File: src/include/node_defs.svh
// Build-time sizes of the mesh routing node
// Pulled in by the package and by any module that sizes port arrays
`ifndef NODE_DEFS_SVH
`define NODE_DEFS_SVH

// Width of one message payload
`define NODE_DATA_W 32

// Entries in each inbound FIFO
`define NODE_IN_DEPTH 4

// Entries in each outbound FIFO
`define NODE_OUT_DEPTH 4

// Outbound ports, one per direction
`define NODE_NUM_DIRS 4

`endif

File: src/node_pkg.sv
// Shared types of the mesh routing node
// Imported by the combiner, the distributor and the top level
`default_nettype none

`include "node_defs.svh"

package node_pkg;

// Outbound direction doubles as the outbound port index
typedef enum logic [1:0] {
    NODE_DIR_NORTH = 2'd0,
    NODE_DIR_EAST  = 2'd1,
    NODE_DIR_SOUTH = 2'd2,
    NODE_DIR_WEST  = 2'd3
} node_dir_t;

// Payload of one message, also the outbound stream payload
typedef logic [`NODE_DATA_W-1:0] node_data_t;

// Inbound message with its steering field in the low bits
typedef struct packed {
    node_data_t data;
    node_dir_t  dir;
} node_msg_t;

// Combiner arbitration schemes
typedef enum logic [1:0] {
    NODE_ARB_RR       = 2'd0,
    NODE_ARB_PREFER_A = 2'd1,
    NODE_ARB_PREFER_B = 2'd2
} node_arb_t;

endpackage : node_pkg

`default_nettype wire

File: src/node_router.sv
// Mesh node top level
// Inbound FIFOs feed the combiner and the distributor fans out to four outbound FIFOs
`timescale 1ns/1ps
`default_nettype none

`include "node_defs.svh"

module node_router import node_pkg::*; #(
      parameter node_arb_t ARB_SCHEME = NODE_ARB_RR
) (
      input  logic                               clk_i
    , input  logic                               rst_i
    // From the neighbouring node
    , input  node_msg_t                          a_msg_i
    , input  logic                               a_valid_i
    , output logic                               a_ready_o
    // From the local host
    , input  node_msg_t                          b_msg_i
    , input  logic                               b_valid_i
    , output logic                               b_ready_o
    // Outbound ports north, east, south, west
    , output node_data_t [`NODE_NUM_DIRS-1:0]    out_data_o
    , output logic       [`NODE_NUM_DIRS-1:0]    out_valid_o
    , input  logic       [`NODE_NUM_DIRS-1:0]    out_ready_i
);

// Buffered inbound streams
node_msg_t                        in_a_msg;
logic                             in_a_valid;
logic                             in_a_ready;
node_msg_t                        in_b_msg;
logic                             in_b_valid;
logic                             in_b_ready;

// Merged stream
node_msg_t                        comb_msg;
logic                             comb_valid;
logic                             comb_ready;

// Steered streams into the outbound FIFOs
node_data_t [`NODE_NUM_DIRS-1:0]  dist_data;
logic       [`NODE_NUM_DIRS-1:0]  dist_valid;
logic       [`NODE_NUM_DIRS-1:0]  dist_ready;

// Inbound buffering
stream_fifo #(
      .payload_t (node_msg_t)
    , .DEPTH     (`NODE_IN_DEPTH)
) u_in_fifo_a (
      .clk_i      (clk_i)
    , .rst_i      (rst_i)
    , .wr_data_i  (a_msg_i)
    , .wr_valid_i (a_valid_i)
    , .wr_ready_o (a_ready_o)
    , .rd_data_o  (in_a_msg)
    , .rd_valid_o (in_a_valid)
    , .rd_ready_i (in_a_ready)
);

stream_fifo #(
      .payload_t (node_msg_t)
    , .DEPTH     (`NODE_IN_DEPTH)
) u_in_fifo_b (
      .clk_i      (clk_i)
    , .rst_i      (rst_i)
    , .wr_data_i  (b_msg_i)
    , .wr_valid_i (b_valid_i)
    , .wr_ready_o (b_ready_o)
    , .rd_data_o  (in_b_msg)
    , .rd_valid_o (in_b_valid)
    , .rd_ready_i (in_b_ready)
);

// Arbitration between neighbour and host
stream_combiner #(
      .payload_t  (node_msg_t)
    , .ARB_SCHEME (ARB_SCHEME)
) u_combiner (
      .clk_i        (clk_i)
    , .rst_i        (rst_i)
    , .a_data_i     (in_a_msg)
    , .a_valid_i    (in_a_valid)
    , .a_ready_o    (in_a_ready)
    , .b_data_i     (in_b_msg)
    , .b_valid_i    (in_b_valid)
    , .b_ready_o    (in_b_ready)
    , .comb_data_o  (comb_msg)
    , .comb_valid_o (comb_valid)
    , .comb_ready_i (comb_ready)
);

// Direction steering
stream_distributor u_distributor (
      .in_msg_i    (comb_msg)
    , .in_valid_i  (comb_valid)
    , .in_ready_o  (comb_ready)
    , .out_data_o  (dist_data)
    , .out_valid_o (dist_valid)
    , .out_ready_i (dist_ready)
);

// Outbound buffering, one FIFO per port
generate
    for (genvar dir = 0; dir < `NODE_NUM_DIRS; dir++) begin : g_out
        stream_fifo #(
              .payload_t (node_data_t)
            , .DEPTH     (`NODE_OUT_DEPTH)
        ) u_out_fifo (
              .clk_i      (clk_i)
            , .rst_i      (rst_i)
            , .wr_data_i  (dist_data[dir])
            , .wr_valid_i (dist_valid[dir])
            , .wr_ready_o (dist_ready[dir])
            , .rd_data_o  (out_data_o[dir])
            , .rd_valid_o (out_valid_o[dir])
            , .rd_ready_i (out_ready_i[dir])
        );
    end
endgenerate

endmodule : node_router

`default_nettype wire

File: src/stream_combiner.sv
// Merges two valid/ready streams into one
// Grant stays locked on a presented message until it is accepted
`timescale 1ns/1ps
`default_nettype none

module stream_combiner import node_pkg::*; #(
      parameter type       payload_t  = node_msg_t
    , parameter node_arb_t ARB_SCHEME = NODE_ARB_RR
) (
      input  logic     clk_i
    , input  logic     rst_i
    // Input stream A
    , input  payload_t a_data_i
    , input  logic     a_valid_i
    , output logic     a_ready_o
    // Input stream B
    , input  payload_t b_data_i
    , input  logic     b_valid_i
    , output logic     b_ready_o
    // Merged stream
    , output payload_t comb_data_o
    , output logic     comb_valid_o
    , input  logic     comb_ready_i
);

localparam logic GRANT_A = 1'b0;
localparam logic GRANT_B = 1'b1;

// Grant state
logic active;
logic last;
logic lock;

// Arbitration terms
logic next;
logic served;
logic hold;

// Only the granted input reaches the output
assign comb_data_o  = (active == GRANT_B) ? b_data_i  : a_data_i;
assign comb_valid_o = (active == GRANT_B) ? b_valid_i : a_valid_i;
assign a_ready_o    = comb_ready_i && (active == GRANT_A);
assign b_ready_o    = comb_ready_i && (active == GRANT_B);

// Message on the output that is not taken this cycle
assign hold = (lock || comb_valid_o) && !comb_ready_i;

// Input that moved a message most recently
assign served = (comb_valid_o && comb_ready_i) ? active : last;

// Next grant by scheme
always_comb begin
    case (ARB_SCHEME)
        NODE_ARB_PREFER_A: next = (!a_valid_i && b_valid_i) ? GRANT_B : GRANT_A;
        NODE_ARB_PREFER_B: next = b_valid_i ? GRANT_B : GRANT_A;
        default: begin
            // Round robin flips only under contention
            if (a_valid_i && b_valid_i) begin
                next = ~served;
            end else begin
                next = b_valid_i ? GRANT_B : GRANT_A;
            end
        end
    endcase
end

always_ff @(posedge clk_i or posedge rst_i) begin : p_arb
    if (rst_i) begin
        active <= GRANT_A;
        // A wins the first contention
        last   <= GRANT_B;
        lock   <= 1'b0;
    end else begin
        last <= served;
        lock <= hold;
        if (!hold) begin
            active <= next;
        end
    end
end

// Stalled output keeps valid and payload
a_out_hold : assert property (@(posedge clk_i) disable iff (rst_i)
    (comb_valid_o && !comb_ready_i) |=> (comb_valid_o && $stable(comb_data_o)))
    else $error("Combiner output changed while stalled");

endmodule : stream_combiner

`default_nettype wire

File: src/stream_distributor.sv
// Steers one message stream onto one of four outbound streams
// Selection comes from the direction field, which is dropped on the way out
`timescale 1ns/1ps
`default_nettype none

`include "node_defs.svh"

module stream_distributor import node_pkg::*; (
    // Merged message stream
      input  node_msg_t                          in_msg_i
    , input  logic                               in_valid_i
    , output logic                               in_ready_o
    // Outbound streams, indexed by direction
    , output node_data_t [`NODE_NUM_DIRS-1:0]    out_data_o
    , output logic       [`NODE_NUM_DIRS-1:0]    out_valid_o
    , input  logic       [`NODE_NUM_DIRS-1:0]    out_ready_i
);

// Port picked by the current message
node_dir_t sel_dir;

assign sel_dir = in_msg_i.dir;

// Same payload on every port
// Only the selected port sees valid
generate
    for (genvar dir = 0; dir < `NODE_NUM_DIRS; dir++) begin : g_data
        assign out_data_o[dir] = in_msg_i.data;
    end
endgenerate

// One-hot valid toward the selected port
always_comb begin
    out_valid_o          = '0;
    out_valid_o[sel_dir] = in_valid_i;
end

// Back-pressure from the selected port only
// Other ports stalling does not block this message
assign in_ready_o = out_ready_i[sel_dir];

// Never more than one port driven
always_comb begin
    a_onehot_valid : assert final ($onehot0(out_valid_o))
        else $error("Distributor drove more than one port");
end

endmodule : stream_distributor

`default_nettype wire

File: src/stream_fifo.sv
// Valid/ready FIFO for any packed payload type
// Write side stalls while full, read side presents the oldest entry
`timescale 1ns/1ps
`default_nettype none

module stream_fifo #(
      parameter type         payload_t = logic [31:0]
    , parameter int unsigned DEPTH     = 4
) (
      input  logic     clk_i
    , input  logic     rst_i
    // Producer side
    , input  payload_t wr_data_i
    , input  logic     wr_valid_i
    , output logic     wr_ready_o
    // Consumer side
    , output payload_t rd_data_o
    , output logic     rd_valid_o
    , input  logic     rd_ready_i
);

localparam int unsigned PTR_W = (DEPTH > 1) ? $clog2(DEPTH) : 1;
localparam int unsigned CNT_W = $clog2(DEPTH + 1);

// Storage
payload_t         mem [DEPTH];

// Pointers and occupancy
logic [PTR_W-1:0] wr_ptr;
logic [PTR_W-1:0] rd_ptr;
logic [CNT_W-1:0] count;

// Handshake completions
logic             wr_fire;
logic             rd_fire;

// Advance a pointer around the ring
function automatic logic [PTR_W-1:0] ptr_inc(input logic [PTR_W-1:0] ptr);
    ptr_inc = (ptr == PTR_W'(DEPTH - 1)) ? '0 : ptr + 1'b1;
endfunction

// Flags straight from the count
assign wr_ready_o = (count != CNT_W'(DEPTH));
assign rd_valid_o = (count != '0);

// Head of queue read without a register stage
assign rd_data_o  = mem[rd_ptr];

assign wr_fire = wr_valid_i && wr_ready_o;
assign rd_fire = rd_valid_o && rd_ready_i;

// Payload store
always_ff @(posedge clk_i) begin
    if (wr_fire) begin
        mem[wr_ptr] <= wr_data_i;
    end
end

// Pointer and count update
always_ff @(posedge clk_i or posedge rst_i) begin : p_ctrl
    if (rst_i) begin
        wr_ptr <= '0;
        rd_ptr <= '0;
        count  <= '0;
    end else begin
        if (wr_fire) begin
            wr_ptr <= ptr_inc(wr_ptr);
        end
        if (rd_fire) begin
            rd_ptr <= ptr_inc(rd_ptr);
        end
        // Simultaneous push and pop leaves the count alone
        if (wr_fire && !rd_fire) begin
            count <= count + 1'b1;
        end else if (rd_fire && !wr_fire) begin
            count <= count - 1'b1;
        end
    end
end

// Occupancy stays in range
a_count_range : assert property (@(posedge clk_i) disable iff (rst_i)
    count <= CNT_W'(DEPTH))
    else $error("FIFO count above depth");

// A full FIFO never grows
a_full_no_write : assert property (@(posedge clk_i) disable iff (rst_i)
    (count == CNT_W'(DEPTH)) |=> (count <= $past(count)))
    else $error("FIFO accepted a write while full");

// Producer keeps a stalled write steady
a_wr_hold : assert property (@(posedge clk_i) disable iff (rst_i)
    (wr_valid_i && !wr_ready_o) |=> (wr_valid_i && $stable(wr_data_i)))
    else $error("Producer changed a stalled write");

endmodule : stream_fifo

`default_nettype wire

File: config.mk
export PLATFORM = sky130hd
export DESIGN_NAME = node_router
export DESIGN_NICKNAME = d
export VERILOG_FILES = /design/src/node_pkg.sv /design/src/node_router.sv /design/src/stream_combiner.sv /design/src/stream_distributor.sv /design/src/stream_fifo.sv
export VERILOG_INCLUDE_DIRS = /design/src /design/src/include
export SDC_FILE = /design/constraint.sdc
export NUM_CORES = 1
export LEC_CHECK = 0
export BUFFER_PORTS_ARGS = -buffer_cell sky130_fd_sc_hd__buf_2
export CORE_ASPECT_RATIO = 1.1
export CORE_MARGIN = 10
export CORE_UTILIZATION = 36
export DETAILED_ROUTE_END_ITERATION = 10
export GPL_TIMING_DRIVEN = 1
export PLACE_DENSITY = 0.6
export SETUP_SLACK_MARGIN = 0.5
export SLEW_MARGIN = 25
export SYNTH_ARGS = -nofsm -noshare
export SYNTH_HDL_FRONTEND = slang
export SYNTH_SLANG_ARGS = --single-unit
File: constraint.sdc
create_clock -name clk_i -period 3.7 [get_ports clk_i]
set_input_delay 0.555 -clock clk_i [delete_from_list [all_inputs] [get_ports clk_i]]
set_output_delay 0.555 -clock clk_i [all_outputs]
set_load 0.05 [all_outputs]
; After elaboration in Yosys (flattened, before gate mapping)
; Memory sizes are Yosys's and may differ from the RTL's.
; Index checks and enable logic that the tools add are counted.
[totals]
output_inout_bits = 134
inputBits = 76
ramBits = 784
memories = 6
ff_bits = 45
[mem_list]
columns = memory, depth, width, read_ports, rd_ports_with_merged_regs, wr, line
row1 = u_in_fifo_a.mem, 4, 34, 1, 0, 1, stream_fifo.sv:26  ; payload_t mem [DEPTH];
row2 = u_in_fifo_b.mem, 4, 34, 1, 0, 1, stream_fifo.sv:26
row3 = g_out[0].u_out_fifo.mem, 4, 32, 1, 0, 1, stream_fifo.sv:26
row4 = g_out[1].u_out_fifo.mem, 4, 32, 1, 0, 1, stream_fifo.sv:26
row5 = g_out[2].u_out_fifo.mem, 4, 32, 1, 0, 1, stream_fifo.sv:26
row6 = g_out[3].u_out_fifo.mem, 4, 32, 1, 0, 1, stream_fifo.sv:26
[classes]
eq_ne = 18
n_mux = 45
bitwise_logic = 3
reduce_logical = 56
addsub = 24
order_cmp = 2
[op_table]
columns = op, n
row1 = $mux 3, 12
row2 = $mux 34, 1
row3 = $logic_and 1x1->1, 30
row4 = $add 2x1->2 const B, 12
row5 = $eq 2x2->1 const B, 12
row6 = $mux 2, 12
row7 = $add 3x1->3 const B, 6
row8 = $mux 1, 18
row9 = $ne 3x3->1 const B, 6
row10 = $reduce_bool 3->1, 6
row11 = $sub 3x1->3 const B, 6
row12 = $logic_not 1->1, 13
row13 = $reduce_bool 2->1, 6
row14 = $and 4x4->4, 1
row15 = $lt 2x3->1 const B, 1
row16 = $bmux 1 s2, 1
row17 = $demux 1 s2, 1
row18 = $ge 2x1->1 const B, 1
row19 = $not 1->1, 2
row20 = $logic_or 1x1->1, 1

; Depth between registers and ports, before layout
; Gate-level depths: netlist of run 1.
; An unclocked memory read counts as a cell.
[depth]
ltp_word = 12
mapped_depth = 13

; Modules after synthesis
; A second synthesis of run 1 with hierarchy kept.
[hier_totals]
cells_unflattened = 1439
area_unflattened_um2 = 32807.7
[modules_own_cells]
columns = module, area_each_um2, instances, seq_area_each_um2, cells_per_inst
row1 = stream_fifo at g_out[0].u_out_fifo ..., 5109.9, 4, 4018.9, 206
row2 = stream_fifo at u_in_fifo_a ..., 5403.9, 2, 4259.1, 216
row3 = stream_distributor, 1018.5, 1, 0.0, 133
row4 = stream_combiner, 541.8, 1, 50.0, 50

; Least setup slack after synthesis of run 1
; OpenSTA, ideal clock, no wires.
[synth_path]
path_type = register to register
startpoint = register u_in_fifo_b.rd_ptr[0]
endpoint = register u_in_fifo_a.count[1]
setup_slack_ns = 0.254
period_less_slack_ns = 3.446
t_arrival_ns = 3.322
setup_ns = 0.125
path_buffers = 2
stages_incl_launch_ff = 11
t_required_ns = 3.575
path_cell_list = dfrtp_1 buf_6 mux4_2 mux2i_1 mux4_2 or3b_1 buf_2 ha_1 inv_1 fa_1 mux2_2
[synth_via]
elab_chain_len = 9
word_cells_on_any_way = 11
classes_between = 4 x mux / 6 x reduce/logical / 1 x memory
[synth_rtl]
columns = item, line
row1 = from (decl), stream_fifo.sv:30  ; logic [PTR_W-1:0] rd_ptr;
row2 = from (signal assigned), stream_fifo.sv:70  ; rd_ptr <= ptr_inc(rd_ptr);
row3 = $mem_v2 4x34 (*), n/a
row4 = $mux 34 (*), stream_combiner.sv:40  ; assign comb_data_o = (active == GRANT_B) ? b_data_i : a_data_i;
row5 = $bmux 1 s2 (*), stream_distributor.sv:40  ; assign in_ready_o = out_ready_i[sel_dir];
row6 = $mux 1 (implied by the code) (*), stream_distributor.sv:40
row7 = $logic_and 1x1->1 (*), stream_combiner.sv:42  ; assign a_ready_o = comb_ready_i && (active == GRANT_A);
row8 = $logic_and 1x1->1 (*), stream_fifo.sv:50  ; assign rd_fire = rd_valid_o && rd_ready_i;
row9 = $logic_not 1->1, stream_fifo.sv:73  ; if (wr_fire && !rd_fire) begin
row10 = $logic_and 1x1->1, stream_fifo.sv:73
row11 = $mux 3 / $reduce_bool 2->1 (equally long branches), n/a
row12 = to (signal assigned), stream_fifo.sv:74  ; count <= count + 1'b1;
row13 = to (signal assigned), stream_fifo.sv:76  ; count <= count - 1'b1;
row14 = to (decl), stream_fifo.sv:31  ; logic [CNT_W-1:0] count;
; Every way passes the cells marked *; elsewhere a longest branch is shown, timed or not. The select of a mux whose other input is x is not followed.
; A chain may end at the register's enable or synchronous reset.

; Worst setup path in the final report of run 1
; Same ends and word-level chain as after synthesis.

==> impl_results.md, run 1 <==
* Status: completed
* WP data required at 4.20 ns
* Rel. slew slack at 34.5%
* Max cap viols at 0
* First-pass GRT wire length at 106,000 µm
* Most common flop cell mapped by yosys: edfxtp_1
* Dpl hpwl at 46,900 µm
* Yosys cell types at 34
* Die Ht at 329 µm
* Vias per std cell at 5.02
* Worst R2R Setup Slack at 0.54 ns
* DRT iter0 DRCs at 1,156
* Syn Nets at 1,437
* Clock buffer depth at 3
* Remaining global-route overflow at 0
* Wire per inst at 25.7 µm
* Core area at 86,400 µm²
* CP Class: flop to flop
* Max Slew Vio Count at 0
* Rows at 113
* Worst min path class: input port to async pin
* H-tree Lvls at 3
* Vias in the first global route at 15.3k
* Pre-antenna DRT Iters at 7
* RSZ-0062 raised after global routing: true
* Syn Std Cell Area at 31,300 µm²
* Die area at 99,200 µm²
* Setup TNS at 0 ns
* TritonCTS clock tree: yes
* Fraction of layout cells with a size suffix above 1 at 39.6%
* Fmax at 316 MHz
* Post-synth ARST share at 5.31%
* Most frequent cells in the layout: edfxtp_1 (784), buf_2 (209), mux4_2 (195), clkbuf_16 (90), mux2_2 (52)
* CTS clock-pin slew for the worst setup and hold paths at 0.05 ns
* Area Growth Syn to Fin at 18.2%
* Port Buffers at 209
* Synthesized flop and latch total at 828
* Worst-case reg-to-reg path depth at 8
* Commonest non-fill, non-tap cell in the layout: edfxtp_1
* Die X at 301 µm
* Detail Route Antenna Nets at 0
* Initial antenna violation count at 21
* Fin nets at 1,719
* Max Clock Skew at 0.0286 ns
* Total track usage at 14.7%
* CTS Sinks at 828
* Clk Latency, worst-skew pair at 0.64 ns
* Final setup fails at 0
* Post-synth EDFFs at 784
* Worst Path Max Fanout at 4
* Post-synthesis sequential area ratio at 78.7%
* Syn Area/Cell at 23.7 µm²
* Vias at 14.2k
* CP arrival at 3.67 ns
* Min Tclk post-route at 3.16 ns
* Slew at the pin closest to its max-slew limit at 0.982 ns
* DRC viols at 0
* CTS root buf: clkbuf_16
* I/O Pins at 210
* Crit. End Element: flop
* GPL Wtd Cong at 0.706
* Pin count of the biggest net entering global routing at 36
* Tcrit/Tclk final at 85.5%
* Initial Utilization at 36.2%
* Final Hold Fails at 0
* Post-Route WL at 72,700 µm
* YS warnings at 0
* Crit start category: flop
* CTS Buf Count at 88
* Post-Syn Instances at 1,319
[path summary, 6_finish.rpt]
path	to	startpoint
hold reg to reg	g_out[0].u_out_fifo.count[2]	g_out[0].u_out_fifo.count[2]
max in group asynchronous	g_out[1].u_out_fifo.wr_ptr[1]	rst_i
min in group clk_i	u_in_fifo_a.mem[3][23]	a_msg_i[23]
setup / recovery	u_in_fifo_a.count[1]	u_in_fifo_b.rd_ptr[0]
setup reg to reg	u_in_fifo_a.count[1]	u_in_fifo_b.rd_ptr[0]
hold / removal	u_in_fifo_a.wr_ptr[0]	rst_i
[critical path, cell delays in order (launching register included)]
cell and delay (ns):
dfrtp_2 0.41, mux4_2 0.54, mux2i_4 0.20, mux4_2 0.56
or3b_4 0.45, ha_4 0.19, inv_2 0.05, fa_1 0.39
mux2_2 0.26
[per-stage QoR]
stage                     cells  hold WS, ns  setup WS [ns]  area (µm²)  utilization (%)
after floorplan            1319        0.447          0.419       31300                -
after global placement     2657        0.462          0.372       34100             39.5
after detailed placement   2658        0.474          0.349       34100             39.5
after CTS                  2823        0.104          0.466       37000             42.8
after global routing       2827        0.118          0.458       37000             42.9
final                      2829        0.120          0.537       37000             42.9
[cell families (layout without fill, tap and decap cells)]
group / after synthesis / after routing / share of synthesized area, %
AO/OA/AOI/OAI: 13 / 13 / 0.268
XOR/XNOR: 18 / 18 / 0.503
adder cells (fa/ha/maj): 42 / 42 / 1.82
buffers and inverters: 79 / 435 / 1.07
flip-flops: 828 / 828 / 78.7
multiplexers: 254 / 254 / 16.2
other: 0 / 4 / 0
AND/OR/NAND/NOR: 85 / 85 / 1.49
[state kept, by name, indices dropped and copies added, names as in the netlist, 3 cells and up]
register	flops
g_out.u_out_fifo.mem	512
u_in_fifo_a.mem	136
u_in_fifo_b.mem	136
g_out.u_out_fifo.count	12
g_out.u_out_fifo.rd_ptr	8
g_out.u_out_fifo.wr_ptr	8
u_in_fifo_a.count	3
u_in_fifo_b.count	3
[cell usage after synthesis (3+ instances only)]
library cell  number  area (µm²)
a21o_1             4        30.0
inv_1             20        75.1
nor3b_1            6        45.0
mux2i_1            5        50.1
ha_1              36         450
and2_1            16         100
nor3_1             7        35.0
fa_1               6         120
xnor2_1            6        52.6
mux4_2           195        4390
buf_1             17        63.8
dfrtp_1           44        1100
clkbuf_1          32         120
buf_4              5        37.5
xor2_1            12         105
and3_1             8        50.1
nand2_1           15        56.3
or3_1              6        37.5
edfxtp_1         784       23500
nor2_1            20        75.1
o21ai_0            5        25.0
buf_2              3        15.0
mux2_2            52         586
[metal layers]
layer | wire, µm | GRT usage (%) | vias to the layer above
li1 | - | - | 6085
met2 | 36400 | 24.5 | 385
met5 | 214 | 0 | -
met1 | 29700 | 18.9 | 7587
met4 | 1510 | 3.82 | 30
met3 | 4840 | 3.93 | 121
[area by class of cell]
type	instances	area [µm²]
Clock inverter	51	470
Multi-Input combinational cell	412	6400
Sequential cell	828	24700
Clock buffer	113	2390
Fill cell	7404	49400
Timing Repair Buffer	251	1590
Inverter	20	75.1
Antenna cell	4	10.0
Tap cell	1150	1440
[timing repair]
action | CTS | global route
gates cloned | 0 | 0
hold buffers | 0 | 0
endpoints found under the setup margin | 13 | 6
resized for setup | 2 | 2
pin swaps | 0 | 1
buffers inserted | 1 | 1
Power of run 1 is left out: the tool's default activity adds up to more than one toggle a clock period on the data nets, which glitch-free logic cannot reach.
==> run 2: changes to the inputs <==
Settings changed: CORE_UTILIZATION 36 to 54, PLACE_DENSITY 0.6 to 0.81.
==> run 2 against run 1 <==
Against the previous run: register-to-register slack is essentially flat; final cell count decreased by 14%; maximum frequency rose by 0.25%; clock-buffer cell count shrank 14; hold slack worse by 0.031 ns.
==> impl_results.md, run 2 (same netlist as run 1, synthesis figures left out) <==
* First-pass GRT wire length at 99,500 µm
* Tcrit/Tclk final at 85.3%
* Die area at 68,000 µm²
* Vias per std cell at 5.89
* CP Class: flop to flop
* Rows at 92
* CP arrival at 3.66 ns
* Worst-case reg-to-reg path depth at 8
* Clk Latency, worst-skew pair at 0.63 ns
* GRT busiest layer: met2
* Pre-antenna DRT Iters at 5
* Top reg by flops: g_out.u_out_fifo.mem
* Crit start category: flop
* Final Hold Fails at 0
* Port Buffers at 209
* Largest regs: g_out.u_out_fifo.mem x512, u_in_fifo_a.mem x136, u_in_fifo_b.mem x136
* Total track usage at 19.5%
* Worst min path class: input port to async pin
* Clock buffer depth at 3
* R2R Path Start: u_in_fifo_b.rd_ptr[0]
* Fin nets at 1,720
* Status: completed
* DRC viols at 0
* Rel. slew slack at 35.2%
* Met2 Track Usage GR at 33.7%
* CTS clock-pin slew for the worst setup and hold paths at 0.06 ns
* Final setup fails at 0
* Area Growth Syn to Fin at 15.8%
* DRT iter0 DRCs at 1,232
* GR Util met1 at 24.3%
* Crit. End Element: flop
* Vias at 14.3k
* CTS Buf Count at 80
* Max Slew Vio Count at 0
* CTS root buf: clkbuf_16
* Fraction of layout cells with a size suffix above 1 at 39.2%
* I/O Pins at 210
* Setup TNS at 0 ns
* Vias in the first global route at 15.2k
* Most frequent cells in the layout: edfxtp_1 (784), buf_2 (209), mux4_2 (195), clkbuf_16 (81), mux2_2 (52)
* Die Ht at 273 µm
* Slew at the pin closest to its max-slew limit at 0.973 ns
* Met3 Usage GRT at 5.13%
* Dpl hpwl at 41,700 µm
* Min Tclk post-route at 3.16 ns
* Pin count of the biggest net entering global routing at 45
* Max cap viols at 0
* FF+latch area at 24,700 µm²
* Hold-fix buffers, CTS at 0
* RSZ-0062 raised after global routing: true
* Post-Route WL at 65,900 µm
* Area of the multi-input gates at 6370 µm²
* Commonest non-fill, non-tap cell in the layout: edfxtp_1
* WP data required at 4.21 ns
* Worst Path Max Fanout at 3
* Filler cells at 3,753
* GPL Wtd Cong at 0.754
* Wire per inst at 27.3 µm
* Fmax at 317 MHz
* Initial antenna violation count at 15
* CP startpoint: u_in_fifo_b.rd_ptr[0]
* Die X at 250 µm
* Detail Route Antenna Nets at 0
* Worst R2R Setup Slack at 0.54 ns
* Max reg flops at 512
* Remaining global-route overflow at 0
* Initial Utilization at 54.6%
* H-tree Lvls at 3
* Max Clock Skew at 0.0175 ns
* Core area at 57,300 µm²
* TritonCTS clock tree: yes
* CTS Sinks at 828
## run 2: critical path: stages, from the launching register on
cell	delay, ns
dfrtp_2	0.39
mux4_2	0.56
mux2i_4	0.18
mux4_2	0.58
or3b_4	0.44
ha_4	0.18
inv_2	0.04
fa_1	0.39
mux2_2	0.27
## run 2: per-stage QoR
| stage | instances | utilization (%) | setup WS [ns] | hold WS (ns) | instance area (µm²) |
|---|---|---|---|---|---|
| floorplan | 1319 | - | 0.419 | 0.447 | 31300 |
| finish | 2419 | 63.2 | 0.545 | 0.0888 | 36300 |
| global route | 2416 | 63.2 | 0.466 | 0.118 | 36200 |
| detailed placement | 2265 | 58.4 | 0.359 | 0.474 | 33500 |
| global placement | 2265 | 58.4 | 0.412 | 0.463 | 33500 |
| CTS | 2410 | 63.2 | 0.497 | 0.102 | 36200 |
## run 2: path summary, 6_finish.rpt
check                                           endpoint
max                                 u_in_fifo_a.count[1]
min                                 u_in_fifo_b.count[2]
max reg2reg                         u_in_fifo_a.count[1]
min reg2reg                 g_out[0].u_out_fifo.count[2]
max in group asynchronous  g_out[1].u_out_fifo.rd_ptr[0]
min in group clk_i                u_in_fifo_a.mem[2][26]
## run 2: final cells by class
| class | count | share of cell area [%] |
|---|---|---|
| inverter | 20 | 0.211 |
| tap | 752 | 2.60 |
| sequential | 828 | 68.0 |
| antenna | 4 | 0.0276 |
| multi-input combinational | 412 | 17.6 |
| clock buffer | 99 | 5.86 |
| timing repair buffer | 260 | 4.11 |
| clock inverter | 44 | 1.60 |
## run 2: repair_timing
action	4_1_cts	5_1_grt
gates resized for setup	3	2
pin swaps	0	2
buffers inserted	2	5
setup endpoints to repair	13	18
hold endpoints to repair	0	0
## run 2: per-layer routing
metal  wire (µm)  vias to the layer above  share of wire [%]
li1            -                     6067                  -
met1       25100                     7597                 38
met2       35000                      473                 53
met3        4650                       99                7.1
met4        1110                       18                1.7
met5         127                        -               0.19
Power of run 2 is left out for the same reason.
